==> config.mk <==
export PLATFORM = sky130hd
export DESIGN_NAME = load_store_queue
export DESIGN_NICKNAME = d
export VERILOG_FILES = /design/src/verilog/lsq_pkg.sv /design/src/verilog/load_buffer.sv /design/src/verilog/load_store_queue.sv /design/src/verilog/store_forward.sv /design/src/verilog/store_queue.sv
export SDC_FILE = /design/constraint.sdc
export NUM_CORES = 2
export LEC_CHECK = 0
export ABC_CLOCK_PERIOD_IN_PS = 12500
export BUFFER_PORTS_ARGS = -buffer_cell sky130_fd_sc_hd__clkbuf_2
export CELL_PAD_IN_SITES_DETAIL_PLACEMENT = 1
export CELL_PAD_IN_SITES_GLOBAL_PLACEMENT = 1
export CORE_MARGIN = 4
export CORE_UTILIZATION = 45
export DETAILED_ROUTE_END_ITERATION = 8
export PLACE_DENSITY = 0.84
export SETUP_SLACK_MARGIN = 0.4
export SYNTH_ARGS = -nofsm -noshare
export SYNTH_HDL_FRONTEND = slang
export SYNTH_SLANG_ARGS = --single-unit
==> constraint.sdc <==
create_clock -name clock -period 12.5 [get_ports clock]
set_input_delay 1.25 -clock clock [delete_from_list [all_inputs] [get_ports clock]]
set_output_delay 1.25 -clock clock [all_outputs]
set_load 0.01 [all_outputs]
==> src/verilog/lsq_pkg.sv <==
package lsq_pkg;

    //////////////////////////////////////////////////
    // Queue sizes
    //////////////////////////////////////////////////

    // One slot stays empty so the tail never meets the head
    localparam int SQ_DEPTH = 8;
    localparam int SQ_IDX_W = 3;

    localparam int LB_DEPTH = 4;
    localparam int LB_IDX_W = 2;

    //////////////////////////////////////////////////
    // Datapath widths
    //////////////////////////////////////////////////

    localparam int ADDR_W = 32;
    localparam int DATA_W = 32;
    localparam int TAG_W  = 6;

    // Store queue index, also used as load age
    typedef logic [SQ_IDX_W-1:0] sq_idx_t;
    typedef logic [LB_IDX_W-1:0] lb_idx_t;
    typedef logic [ADDR_W-1:0]   addr_t;
    typedef logic [DATA_W-1:0]   data_t;
    typedef logic [TAG_W-1:0]    tag_t;

endpackage

==> src/verilog/load_buffer.sv <==
`timescale 1ns/1ps

module load_buffer import lsq_pkg::*; (
    input  logic    clock,
    input  logic    reset,

    input  logic    lb_alloc,
    input  logic    lb_resolve_valid,
    input  lb_idx_t lb_resolve_idx,
    input  addr_t   lb_resolve_addr,
    input  tag_t    lb_resolve_tag,

    input  sq_idx_t sq_head,
    input  sq_idx_t sq_tail,
    input  sq_idx_t oldest_unresolved,
    input  logic    all_resolved,

    output logic    lb_full,
    output lb_idx_t lb_alloc_idx,

    output logic    issue_valid,
    output addr_t   issue_addr,
    output sq_idx_t issue_age,
    output tag_t    issue_tag
);

    logic [LB_DEPTH-1:0] lb_busy;
    logic [LB_DEPTH-1:0] lb_resolved;
    logic [LB_DEPTH-1:0] issuable;
    sq_idx_t             lb_age  [LB_DEPTH];
    addr_t               lb_addr [LB_DEPTH];
    tag_t                lb_tag  [LB_DEPTH];

    logic                issue_found;
    lb_idx_t             issue_idx;

    //////////////////////////////////////////////////
    // Free slot choice
    //////////////////////////////////////////////////

    assign lb_full = &lb_busy;

    // Downward walk leaves the lowest free slot
    always_comb begin
        lb_alloc_idx = '0;
        for (int j = LB_DEPTH - 1; j >= 0; j--) begin
            if (!lb_busy[j]) begin
                lb_alloc_idx = lb_idx_t'(j);
            end
        end
    end

    //////////////////////////////////////////////////
    // Issue rule
    //////////////////////////////////////////////////

    // Distances are taken from the head, so wrap-around needs no special case
    always_comb begin
        sq_idx_t age_dist;
        sq_idx_t safe_dist;

        safe_dist = oldest_unresolved - sq_head;
        for (int j = 0; j < LB_DEPTH; j++) begin
            age_dist    = lb_age[j] - sq_head;
            issuable[j] = lb_busy[j] && lb_resolved[j] &&
                          (all_resolved || age_dist <= safe_dist);
        end
    end

    // Lowest issuable slot wins
    always_comb begin
        issue_found = 1'b0;
        issue_idx   = '0;
        for (int j = LB_DEPTH - 1; j >= 0; j--) begin
            if (issuable[j]) begin
                issue_found = 1'b1;
                issue_idx   = lb_idx_t'(j);
            end
        end
    end

    //////////////////////////////////////////////////
    // Slot state and issue register
    //////////////////////////////////////////////////

    always_ff @(posedge clock) begin
        if (reset) begin
            lb_busy     <= '0;
            lb_resolved <= '0;
            issue_valid <= 1'b0;
        end else begin
            if (lb_alloc) begin
                lb_busy[lb_alloc_idx]     <= 1'b1;
                lb_resolved[lb_alloc_idx] <= 1'b0;
            end

            if (lb_resolve_valid) begin
                lb_resolved[lb_resolve_idx] <= 1'b1;
            end

            // Issued slot is freed as it moves into the issue register
            if (issue_found) begin
                lb_busy[issue_idx]     <= 1'b0;
                lb_resolved[issue_idx] <= 1'b0;
            end
            issue_valid <= issue_found;
        end
    end

    always_ff @(posedge clock) begin
        // Age is the store tail seen at allocation
        if (lb_alloc) begin
            lb_age[lb_alloc_idx] <= sq_tail;
        end
        if (lb_resolve_valid) begin
            lb_addr[lb_resolve_idx] <= lb_resolve_addr;
            lb_tag[lb_resolve_idx]  <= lb_resolve_tag;
        end
        if (issue_found) begin
            issue_addr <= lb_addr[issue_idx];
            issue_age  <= lb_age[issue_idx];
            issue_tag  <= lb_tag[issue_idx];
        end
    end

    //////////////////////////////////////////////////
    // Environment checks
    //////////////////////////////////////////////////

    alloc_not_full: assert property (
        @(posedge clock) disable iff (reset)
        lb_alloc |-> !lb_full
    ) else $error("load allocated into a full buffer");

    resolve_busy_slot: assert property (
        @(posedge clock) disable iff (reset)
        lb_resolve_valid |-> lb_busy[lb_resolve_idx] && !lb_resolved[lb_resolve_idx]
    ) else $error("load resolve names a free or resolved slot");

endmodule

==> src/verilog/load_store_queue.sv <==
`timescale 1ns/1ps

module load_store_queue import lsq_pkg::*; (
    input  logic    clock,
    input  logic    reset,

    // Store side
    input  logic    sq_alloc,
    input  logic    sq_resolve_valid,
    input  sq_idx_t sq_resolve_idx,
    input  addr_t   sq_resolve_addr,
    input  data_t   sq_resolve_data,
    input  logic    store_commit,

    // Load side
    input  logic    lb_alloc,
    input  logic    lb_resolve_valid,
    input  lb_idx_t lb_resolve_idx,
    input  addr_t   lb_resolve_addr,
    input  tag_t    lb_resolve_tag,

    output logic    sq_full,
    output sq_idx_t sq_tail,
    output logic    sq_head_resolved,
    output logic    lb_full,
    output lb_idx_t lb_alloc_idx,

    // Data cache
    output logic    store_cache_valid,
    output addr_t   store_cache_addr,
    output data_t   store_cache_data,
    output logic    load_cache_valid,
    output addr_t   load_cache_addr,
    output tag_t    load_cache_tag,

    // Result bus
    output logic    fwd_valid,
    output data_t   fwd_data,
    output tag_t    fwd_tag
);

    sq_idx_t               sq_head;
    sq_idx_t               oldest_unresolved;
    logic                  all_resolved;
    addr_t [SQ_DEPTH-1:0]  sq_entry_addr;
    data_t [SQ_DEPTH-1:0]  sq_entry_data;

    logic                  issue_valid;
    addr_t                 issue_addr;
    sq_idx_t               issue_age;
    tag_t                  issue_tag;

    store_queue u_store_queue (
        .clock             (clock),
        .reset             (reset),
        .sq_alloc          (sq_alloc),
        .sq_resolve_valid  (sq_resolve_valid),
        .sq_resolve_idx    (sq_resolve_idx),
        .sq_resolve_addr   (sq_resolve_addr),
        .sq_resolve_data   (sq_resolve_data),
        .store_commit      (store_commit),
        .sq_full           (sq_full),
        .sq_tail           (sq_tail),
        .sq_head           (sq_head),
        .sq_head_resolved  (sq_head_resolved),
        .oldest_unresolved (oldest_unresolved),
        .all_resolved      (all_resolved),
        .sq_entry_addr     (sq_entry_addr),
        .sq_entry_data     (sq_entry_data),
        .store_cache_valid (store_cache_valid),
        .store_cache_addr  (store_cache_addr),
        .store_cache_data  (store_cache_data)
    );

    load_buffer u_load_buffer (
        .clock             (clock),
        .reset             (reset),
        .lb_alloc          (lb_alloc),
        .lb_resolve_valid  (lb_resolve_valid),
        .lb_resolve_idx    (lb_resolve_idx),
        .lb_resolve_addr   (lb_resolve_addr),
        .lb_resolve_tag    (lb_resolve_tag),
        .sq_head           (sq_head),
        .sq_tail           (sq_tail),
        .oldest_unresolved (oldest_unresolved),
        .all_resolved      (all_resolved),
        .lb_full           (lb_full),
        .lb_alloc_idx      (lb_alloc_idx),
        .issue_valid       (issue_valid),
        .issue_addr        (issue_addr),
        .issue_age         (issue_age),
        .issue_tag         (issue_tag)
    );

    store_forward u_store_forward (
        .issue_valid       (issue_valid),
        .issue_addr        (issue_addr),
        .issue_age         (issue_age),
        .issue_tag         (issue_tag),
        .sq_head           (sq_head),
        .sq_entry_addr     (sq_entry_addr),
        .sq_entry_data     (sq_entry_data),
        .fwd_valid         (fwd_valid),
        .fwd_data          (fwd_data),
        .fwd_tag           (fwd_tag),
        .load_cache_valid  (load_cache_valid),
        .load_cache_addr   (load_cache_addr),
        .load_cache_tag    (load_cache_tag)
    );

endmodule

==> src/verilog/store_forward.sv <==
`timescale 1ns/1ps

module store_forward import lsq_pkg::*; (
    input  logic                  issue_valid,
    input  addr_t                 issue_addr,
    input  sq_idx_t               issue_age,
    input  tag_t                  issue_tag,

    input  sq_idx_t               sq_head,
    input  addr_t [SQ_DEPTH-1:0]  sq_entry_addr,
    input  data_t [SQ_DEPTH-1:0]  sq_entry_data,

    output logic                  fwd_valid,
    output data_t                 fwd_data,
    output tag_t                  fwd_tag,

    output logic                  load_cache_valid,
    output addr_t                 load_cache_addr,
    output tag_t                  load_cache_tag
);

    logic    hit;
    sq_idx_t hit_idx;

    //////////////////////////////////////////////////
    // Older store search
    //////////////////////////////////////////////////

    // Stores older than the load sit in [head, age)
    // Later matches are younger, so they overwrite earlier ones
    always_comb begin
        sq_idx_t older_cnt;
        sq_idx_t idx;

        older_cnt = issue_age - sq_head;
        hit       = 1'b0;
        hit_idx   = sq_head;
        for (int k = 0; k < SQ_DEPTH; k++) begin
            idx = sq_head + sq_idx_t'(k);
            if (sq_idx_t'(k) < older_cnt && sq_entry_addr[idx] == issue_addr) begin
                hit     = 1'b1;
                hit_idx = idx;
            end
        end
    end

    //////////////////////////////////////////////////
    // Result bus or cache read
    //////////////////////////////////////////////////

    assign fwd_valid = issue_valid && hit;
    assign fwd_data  = sq_entry_data[hit_idx];
    assign fwd_tag   = issue_tag;

    // Words are aligned, so a miss means no overlap at all
    assign load_cache_valid = issue_valid && !hit;
    assign load_cache_addr  = issue_addr;
    assign load_cache_tag   = issue_tag;

endmodule

==> src/verilog/store_queue.sv <==
`timescale 1ns/1ps

module store_queue import lsq_pkg::*; (
    input  logic                     clock,
    input  logic                     reset,

    input  logic                     sq_alloc,
    input  logic                     sq_resolve_valid,
    input  sq_idx_t                  sq_resolve_idx,
    input  addr_t                    sq_resolve_addr,
    input  data_t                    sq_resolve_data,
    input  logic                     store_commit,

    output logic                     sq_full,
    output sq_idx_t                  sq_tail,
    output sq_idx_t                  sq_head,
    output logic                     sq_head_resolved,
    output sq_idx_t                  oldest_unresolved,
    output logic                     all_resolved,

    output addr_t [SQ_DEPTH-1:0]     sq_entry_addr,
    output data_t [SQ_DEPTH-1:0]     sq_entry_data,

    output logic                     store_cache_valid,
    output addr_t                    store_cache_addr,
    output data_t                    store_cache_data
);

    logic [SQ_DEPTH-1:0] sq_busy;
    logic [SQ_DEPTH-1:0] sq_resolved;
    sq_idx_t             sq_count;
    logic                retire;

    //////////////////////////////////////////////////
    // Head status and retire
    //////////////////////////////////////////////////

    assign sq_full          = (sq_count == sq_idx_t'(SQ_DEPTH - 1));
    assign sq_head_resolved = sq_busy[sq_head] && sq_resolved[sq_head];

    // Commit of an empty or unresolved head is dropped
    assign retire = store_commit && sq_head_resolved;

    // Cache write goes out in the commit cycle itself
    assign store_cache_valid = retire;
    assign store_cache_addr  = sq_entry_addr[sq_head];
    assign store_cache_data  = sq_entry_data[sq_head];

    //////////////////////////////////////////////////
    // Oldest unresolved store
    //////////////////////////////////////////////////

    // Walk from youngest to oldest so the oldest hit is kept last
    always_comb begin
        sq_idx_t idx;

        oldest_unresolved = sq_tail;
        all_resolved      = 1'b1;
        for (int k = SQ_DEPTH - 1; k >= 0; k--) begin
            idx = sq_head + sq_idx_t'(k);
            if (sq_idx_t'(k) < sq_count && !sq_resolved[idx]) begin
                oldest_unresolved = idx;
                all_resolved      = 1'b0;
            end
        end
    end

    //////////////////////////////////////////////////
    // Pointers and slot state
    //////////////////////////////////////////////////

    always_ff @(posedge clock) begin
        if (reset) begin
            sq_head     <= '0;
            sq_tail     <= '0;
            sq_count    <= '0;
            sq_busy     <= '0;
            sq_resolved <= '0;
        end else begin
            if (sq_alloc) begin
                sq_busy[sq_tail]     <= 1'b1;
                sq_resolved[sq_tail] <= 1'b0;
                sq_tail              <= sq_tail + 1'b1;
            end

            if (sq_resolve_valid) begin
                sq_resolved[sq_resolve_idx] <= 1'b1;
            end

            // Tail and head never coincide while a retire is possible
            if (retire) begin
                sq_busy[sq_head]     <= 1'b0;
                sq_resolved[sq_head] <= 1'b0;
                sq_head              <= sq_head + 1'b1;
            end

            case ({sq_alloc, retire})
                2'b10:   sq_count <= sq_count + 1'b1;
                2'b01:   sq_count <= sq_count - 1'b1;
                default: sq_count <= sq_count;
            endcase
        end
    end

    // Address and data payload
    always_ff @(posedge clock) begin
        if (sq_resolve_valid) begin
            sq_entry_addr[sq_resolve_idx] <= sq_resolve_addr;
            sq_entry_data[sq_resolve_idx] <= sq_resolve_data;
        end
    end

    //////////////////////////////////////////////////
    // Environment checks
    //////////////////////////////////////////////////

    alloc_not_full: assert property (
        @(posedge clock) disable iff (reset)
        sq_alloc |-> !sq_full
    ) else $error("store allocated into a full queue");

    resolve_pending_slot: assert property (
        @(posedge clock) disable iff (reset)
        sq_resolve_valid |-> sq_busy[sq_resolve_idx] && !sq_resolved[sq_resolve_idx]
    ) else $error("store resolve names an empty or resolved slot");

endmodule
# == Yosys cells after proc, flatten, opt, wreduce, memory -nomap -nowiden ==
# Memories as Yosys holds them, arrays and structs flattened. A register that Yosys moved wholly into a read port is not among the register bits.
# Index checks and enable logic that the tools add are counted.
# totals
mem_count,3
latchBits,0
regBits,546
romBits,0
wordCells,275
ram_bits,164
input_bits,114
out_inout_bits,151
# op_classes
n_addsub,16
eq_ne,11
shifts,0
mul,0
n_lt_le_gt_ge,40
n_mux,118
n_reduce_logical,49
n_bitwise,14
n_div,0
# mem_list
name,depth,width,rd,rd_ports_with_merged_regs,write_ports,line_no,text
u_load_buffer.lb_addr,4,32,1,1,1,load_buffer.sv:31,addr_t lb_addr [LB_DEPTH];
u_load_buffer.lb_tag,4,6,1,1,1,load_buffer.sv:32,tag_t lb_tag [LB_DEPTH];
u_load_buffer.lb_age,4,3,5,1,1,load_buffer.sv:30,sq_idx_t lb_age [LB_DEPTH];
# ops
cell,n
32-bit binary-select mux with 3-bit select,10
256-bit bitwise mux,2
32-bit 2-to-1 mux,11
32-bit == test,8
32-bit demux with 3-bit select,1
8-bit 2-to-1 mux,8
3-bit 2-to-1 mux,15
"3-bit by 4-bit less-than comparator with 1-bit output, second input constant",11
1-bit 2-to-1 mux,39
1-bit logical AND,34
4-bit 2-to-1 mux,8
1-bit binary-select mux with 3-bit select,9
8-bit bitwise AND,3
"3-bit less-than comparator, first input constant",8
3-bit subtractor,6
2-bit 2-to-1 mux,8
8-bit NOT,2
8-bit OR,2
"3-bit adder, second input constant",4
4-bit bitwise AND,3
3-bit <= comparator,4
"1-bit by 3-bit less-than comparator with 1-bit output, first input constant",4
"2-bit by 3-bit less-than comparator with 1-bit output, first input constant",4
"3-bit by 1-bit adder with 3-bit output, second input constant",3
other kinds (17),41

# == Longest topological paths before layout ==
# logic_depth
word_depth,28
ltp_mapped,37
mapped_depth_nobuf,23

# == Cells and area by module ==
# A second synthesis with hierarchy kept.
# hier_totals
cells_unflattened,3935
area_unflattened_um2,51211.6
# modules_own_cells
mod,seq_area_each_um2,cells_per_inst,instances,area_per_inst_um2
store_queue,15875.2,1107,1,21116.5
store_forward,0.0,2168,1,20264.4
load_buffer,6336.1,660,1,9830.7

# == Worst setup path before layout ==
# No wires, ideal clock.
# synth_timing
kind,register to register
startpoint,register u_store_queue.sq_head[1]
endpoint,"register u_load_buffer.issue_addr[0] (read register of u_load_buffer.lb_addr), enable pin"
arrival_time_ns,7.741
synth_period_minus_slack_ns,8.140
setup_ns,0.399
path_slack_ns,4.360
t_required_ns,12.101
path_stages_with_launch,32
path_buffers,12
cell_sequence,dfxtp_1 -> buf_2 -> buf_6 -> buf_6 -> buf_2 -> buf_4 -> buf_4 -> buf_2 -> clkinv_1 -> ha_1 -> buf_4 -> buf_4 -> buf_6 -> buf_4 -> mux4_2 -> a211oi_1 -> nand3b_1 -> o2111ai_1 -> o21ai_0 -> a21oi_1 -> mux2i_1 -> nor2_1 -> a21oi_1 -> fa_1 -> ha_1 -> a21oi_1 -> a21oi_1 -> maj3_2 -> a21oi_4 -> clkbuf_1 -> nor2_1 -> nand2_1
# synth_via
elab_chain_len,21
elab_cells_between_ends,80
cone_classes,add/sub (12); order compare (4); mux (40); reduce/logical (24)
# synth_lines
element,line_no,text
"start, declared",store_queue.sv:16,"output sq_idx_t sq_head,"
"start signal, assigned",store_queue.sv:94,sq_head <= sq_head + 1'b1;
3-bit adder,store_queue.sv:60,idx = sq_head + sq_idx_t'(k);
1-bit binary-select mux with 3-bit select,store_queue.sv:61,if (sq_idx_t'(k) < sq_count && !sq_resolved[idx]) begin
1-bit 2-to-1 mux (not written as such),store_queue.sv:61,
1-bit logical NOT,store_queue.sv:61,
1-bit logical AND,store_queue.sv:61,
3-bit 2-to-1 mux (8 in series),store_queue.sv:61,
3-bit subtractor,load_buffer.sv:62,safe_dist = oldest_unresolved - sq_head;
3-bit <= comparator,load_buffer.sv:66,(all_resolved || age_dist <= safe_dist);
1-bit logical OR,load_buffer.sv:66,
1-bit logical AND,load_buffer.sv:65,issuable[j] = lb_busy[j] && lb_resolved[j] &&
1-bit 2-to-1 mux (3 in series),load_buffer.sv:75,if (issuable[j]) begin
1-bit 2-to-1 mux *,load_buffer.sv:75,
via u_load_buffer.issue_found,load_buffer.sv:34,logic issue_found;
"end, declared",load_buffer.sv:22,"output addr_t issue_addr,"
# The timed path passes the listed nets; every way through them passes the cells marked *. The select of a mux whose other input is x is not followed.
# A chain may end at the register's enable or synchronous reset.

# == Final worst setup path ==
# layout_timing
startpoint,register u_store_queue.sq_head[1]
endpoint,output port fwd_data[1]
# layout_via
elab_chain_len,14
elab_cells_between_ends,52
cone_classes,add/sub (8); order compare (7); eq/ne (7); mux (23); reduce/logical (7)
# layout_lines
element,line_no,text
3-bit by 1-bit adder with 3-bit output,store_forward.sv:39,idx = sq_head + sq_idx_t'(k);
32-bit binary-select mux with 3-bit select,store_forward.sv:40,if (sq_idx_t'(k) < older_cnt && sq_entry_addr[idx] == issue_addr) begin
32-bit 2-to-1 mux (not written as such),store_forward.sv:40,
32-bit == test,store_forward.sv:40,
1-bit logical AND,store_forward.sv:40,
3-bit 2-to-1 mux (6 in series),store_forward.sv:40,
3-bit 2-to-1 mux *,store_forward.sv:40,
32-bit binary-select mux with 3-bit select *,store_forward.sv:52,assign fwd_data = sq_entry_data[hit_idx];
32-bit 2-to-1 mux (not written as such) *,store_forward.sv:52,
"end, declared",load_store_queue.sv:38,"output data_t fwd_data,"
# Mark *: on every way between the ends. The rest lies on a longest branch, timed or not. The select of a mux whose other input is x is not followed.

==> summary.md <==
| Metric | Value |
|---|---|
| Pre-CTS setup slack | about 2.7 ns |
| Clock Path Buffers | 3 |
| Startpoint type of the worst setup path | flip-flop |
| Logic pwr share | 0.075 |
| Cts hold-fix bufs | 0 |
| Setup Crit Path Kind | flip-flop to output port |
| Clock transition at path regs | 0.06 ns |
| DIE AREA | ~110,000 um2 |
| Die span in y | 329.6 um |
| Async S/R FF share, synth | 0 |
| Combinational family with the most area after synthesis | multiplexers |
| Slew Limit Fails | 0 |
| Sequential Power Share | 0.501 |
| First-pass GRT wire length | between 200,000 and 250,000 um |
| Layout area overhead | 11.00% |
| Final Cycle Share | 0.8433 |
| DRC viols | 0 |
| CTS tree | done |
| Post-synth EDFFs | around 720 |
| DPL Wire Length | about 110,000 um |
| Synth Area in XOR/XNOR | 0.04373 |
| Total Wirelength | approximately 170,000 um |
| Drt initial violations | between 4,000 and 5,000 |
| Pin count of the biggest net entering global routing | approximately 130 |
| Sinks on the clock net | 751 |
| #FFs+latches synth | between 700 and 800 |
| I/O pin cnt | ~270 |
| Number of routed nets with antenna violations | 0 |
| Initial core utilization | 0.4556 |
| Tmin final | roughly 11 ns |
| Post-synthesis simple-gate area fraction | 0.07437 |
| FMAX | 94.87 MHz |
| Critical path fanouts, max | 57 |
| NumNets Final | roughly 3,600 |
| Hold slack final | 0.4634 ns |
| Grt ovf | 0 |
| Setup TNS | 0 ns |
| Post-synthesis cell area | between 40,000 and 50,000 um2 |
| Root buf cell | clkbuf_16 |
| Dominant cells by area after synthesis | edfxtp_1 46%, mux4_2 19%, mux2i_1 7.8%, xnor2_1 3.5%, nand2_1 1.9% |
| Slew HR | 0.2397 |
| Synth Area in Adders | 0.009972 |
| Initial antenna violation count | 21 |
| Worst min path class | flip-flop to flip-flop |
| Register area | 22,220 um2 |
| Top cell type's share of synthesized area | 0.4625 |
| RSZ-0062 raised after global routing | no |
| Drt via density | a little under 7 |
| Worst slew pin tran | between 1 and 1.5 ns |
| Wirelength per Cell | 33.70 um |
| GRT Overall Usage | 0.3003 |
| Switching Share | 0.2464 |
| Final setup fails | 0 |
| Num rows | ~120 |
| Post-route setup slack | 1.959 ns |
| P_sw | ~1.4 mW |
| Mux share of post-synthesis cell area | 0.2836 |
| Crit path DAT | roughly 9.3 ns |
| Top FF cell, synth | edfxtp_1 |
| DRT Pass-1 Iters | 6 |
| Synth Area in Compound Gates | 0.07276 |
| Synth area leader | edfxtp_1 |
| Layout cells sized above 1 | 0.2718 |
| Max H-tree Level | 3 |
| Hold Fails Final Rpt | 0 |
| Final core occ | 0.5057 |
| Cells after Synth | between 3,000 and 4,000 |
| Post_cts resized | 0 |
| Maximum VDD drop | between 0.1 and 0.15 mV |
| Synth warnings | 0 |
| Mapped Nets | 3,465 |
| # fillers | between 10,000 and 15,000 |
| Pwr dens | roughly 110 nW/um2 |
| DR vias | between 30,000 and 40,000 |
| Count of different cell masters after synthesis | between 90 and 100 |
| Die Width | about 330 um |
| Core Area | 102,200 um2 |
| Clock power frac | 0.424 |
| Routability cong. | around 1.0 |
| Critical Path RT | around 11 ns |
| Status | complete, no violations |
| Inserted Clock Buffers | 85 |
| PortBufs | 264 |
| Sequential area share after synthesis | 0.4771 |
| Area of the multi-input gates | approximately 23,000 um2 |
| Max cap viols | 0 |
| Setup bufs post-CTS | 0 |
| Mean Syn Cell Area | between 10 and 15 um2 |
| Setup Skew | roughly 0.035 ns |
| Cell Int Power | around 4.4 mW |
| Crit. End Element | output port |
| Number of global-route vias before repair | 34,590 |
| Reported leakage power | ~18 nW |
| Worst skew pair latency | around 0.69 ns |
## per-stage QoR
step / power, mW / cells / cell area [um2]
6_report: 5.879 / 4904 / 51670
5_1_grt: 6.069 / 4900 / 51660
4_1_cts: 5.902 / 4889 / 51630
3_5_place_dp: 3.423 / 4735 / 48850
3_3_place_gp: 3.397 / 4735 / 48850
2_1_floorplan: 3.218 / 3320 / 46550
## power groups by stage
stage	clock network, mW	registers (mW)	logic, mW
floorplan	0	2.96	0.262
CTS	2.53	2.94	0.435
global placement	0	2.98	0.416
global route	2.65	2.95	0.469
detailed placement	0	2.99	0.431
finish	2.49	2.95	0.442
## logic make-up (layout without fill, tap and decap cells)
family,after synthesis,count (layout)
buffers and inverters,350,551
adders and majority gates,34,34
and+or+nand+nor,678,678
xor gates and xnor gates,230,230
muxes,815,815
other,0,15
DFF,751,751
AOI/OAI and AO/OA,462,462
## final timing paths
path	start	endpoint	slack, ns	depth (start not counted)
worst max register to register	u_store_queue.sq_head[1]$_SDFFE_PP0P_	u_load_buffer.issue_addr[11]$_DFFE_PN_	3.85	26
worst min register to register	u_store_queue.sq_busy[6]$_SDFF_PP0_	u_store_queue.sq_busy[6]$_SDFF_PP0_	0.46	2
worst min-delay path	u_store_queue.sq_busy[6]$_SDFF_PP0_	u_store_queue.sq_busy[6]$_SDFF_PP0_	0.46	2
worst max-delay path	u_store_queue.sq_head[1]$_SDFFE_PP0P_	fwd_data[1]	1.96	18
## synth_stat cells (7+ instances only)
library cell,number
mux2i_1,365
nand4_1,42
clkbuf_1,98
xnor2_1,184
mux4_2,398
nor3_1,41
buf_2,88
xor2_1,44
o21ai_0,78
a22oi_1,49
buf_6,25
mux2_2,52
clkinv_1,9
nor4_1,21
nand3b_1,50
nor2b_1,17
o2bb2ai_1,47
dfxtp_1,34
a21oi_1,59
a22o_1,9
and3_1,7
o2111ai_1,13
buf_1,24
a211oi_1,18
o22ai_1,16
ha_1,25
buf_4,46
a221oi_1,78
nand2b_1,17
and2_1,18
o211ai_1,40
nor3b_1,38
edfxtp_1,717
nand2_1,232
inv_1,53
nor2_1,121
nand3_1,38
## state kept, by name, summed over array words and instances, names as in the netlist, 3 cells and up
signal                       cells
u_load_buffer.issue_addr        32
u_load_buffer.issue_age          3
u_load_buffer.issue_tag          6
u_load_buffer.lb_addr          128
u_load_buffer.lb_age            12
u_load_buffer.lb_busy            4
u_load_buffer.lb_resolved        4
u_load_buffer.lb_tag            24
u_store_queue.sq_busy            8
u_store_queue.sq_count           3
u_store_queue.sq_entry_addr    256
u_store_queue.sq_entry_data    256
u_store_queue.sq_head            3
u_store_queue.sq_resolved        8
u_store_queue.sq_tail            3
## placed cells by master (no fill, tap or decap), types with 52 or more instances in the layout
master	Yosys	routed
edfxtp_1	717	717
mux4_2	398	398
mux2i_1	365	364
clkbuf_2	0	264
nand2_1	232	231
xnor2_1	184	183
nor2_1	121	114
clkbuf_16	0	86
o21ai_0	78	78
a221oi_1	78	78
a21oi_1	59	59
buf_4	46	59
inv_1	53	53
mux2_2	52	52
## critical path, stage by stage (launching register included)
cell and delay (ns):
dfxtp_4 1.01, clkinv_1 0.40, buf_4 0.34, ha_4 0.60
buf_4 0.81, mux4_2 0.62, mux2i_1 0.21, xor2_1 0.29
nand4_1 0.13, nor4_1 0.32, nand4_1 0.34, a21boi_0 0.27
o32a_4 0.50, a31oi_4 0.74, buf_4 0.88, mux2i_1 0.32
a22oi_1 0.16, mux2_2 0.33, clkbuf_2 0.13
## final cells by class
class,count,share of cell area
Antenna cell,15,0.0007264
Clock buffer,103,0.04327
Clock inverter,51,0.01051
Inverter,68,0.005037
Multi-Input combinational cell,2219,0.4408
Sequential cell,751,0.4301
Tap cell,1368,0.03313
Timing Repair Buffer,329,0.03647
## metal layers
layer	track usage	vias up	share of wire
met4	0.1398	12	0.053
met5	0	-	0.00045
li1	-	13650	-
met1	0.3913	17640	0.37
met3	0.07514	475	0.11
met2	0.4758	2228	0.47
Power figures use the tool's default switching activity.
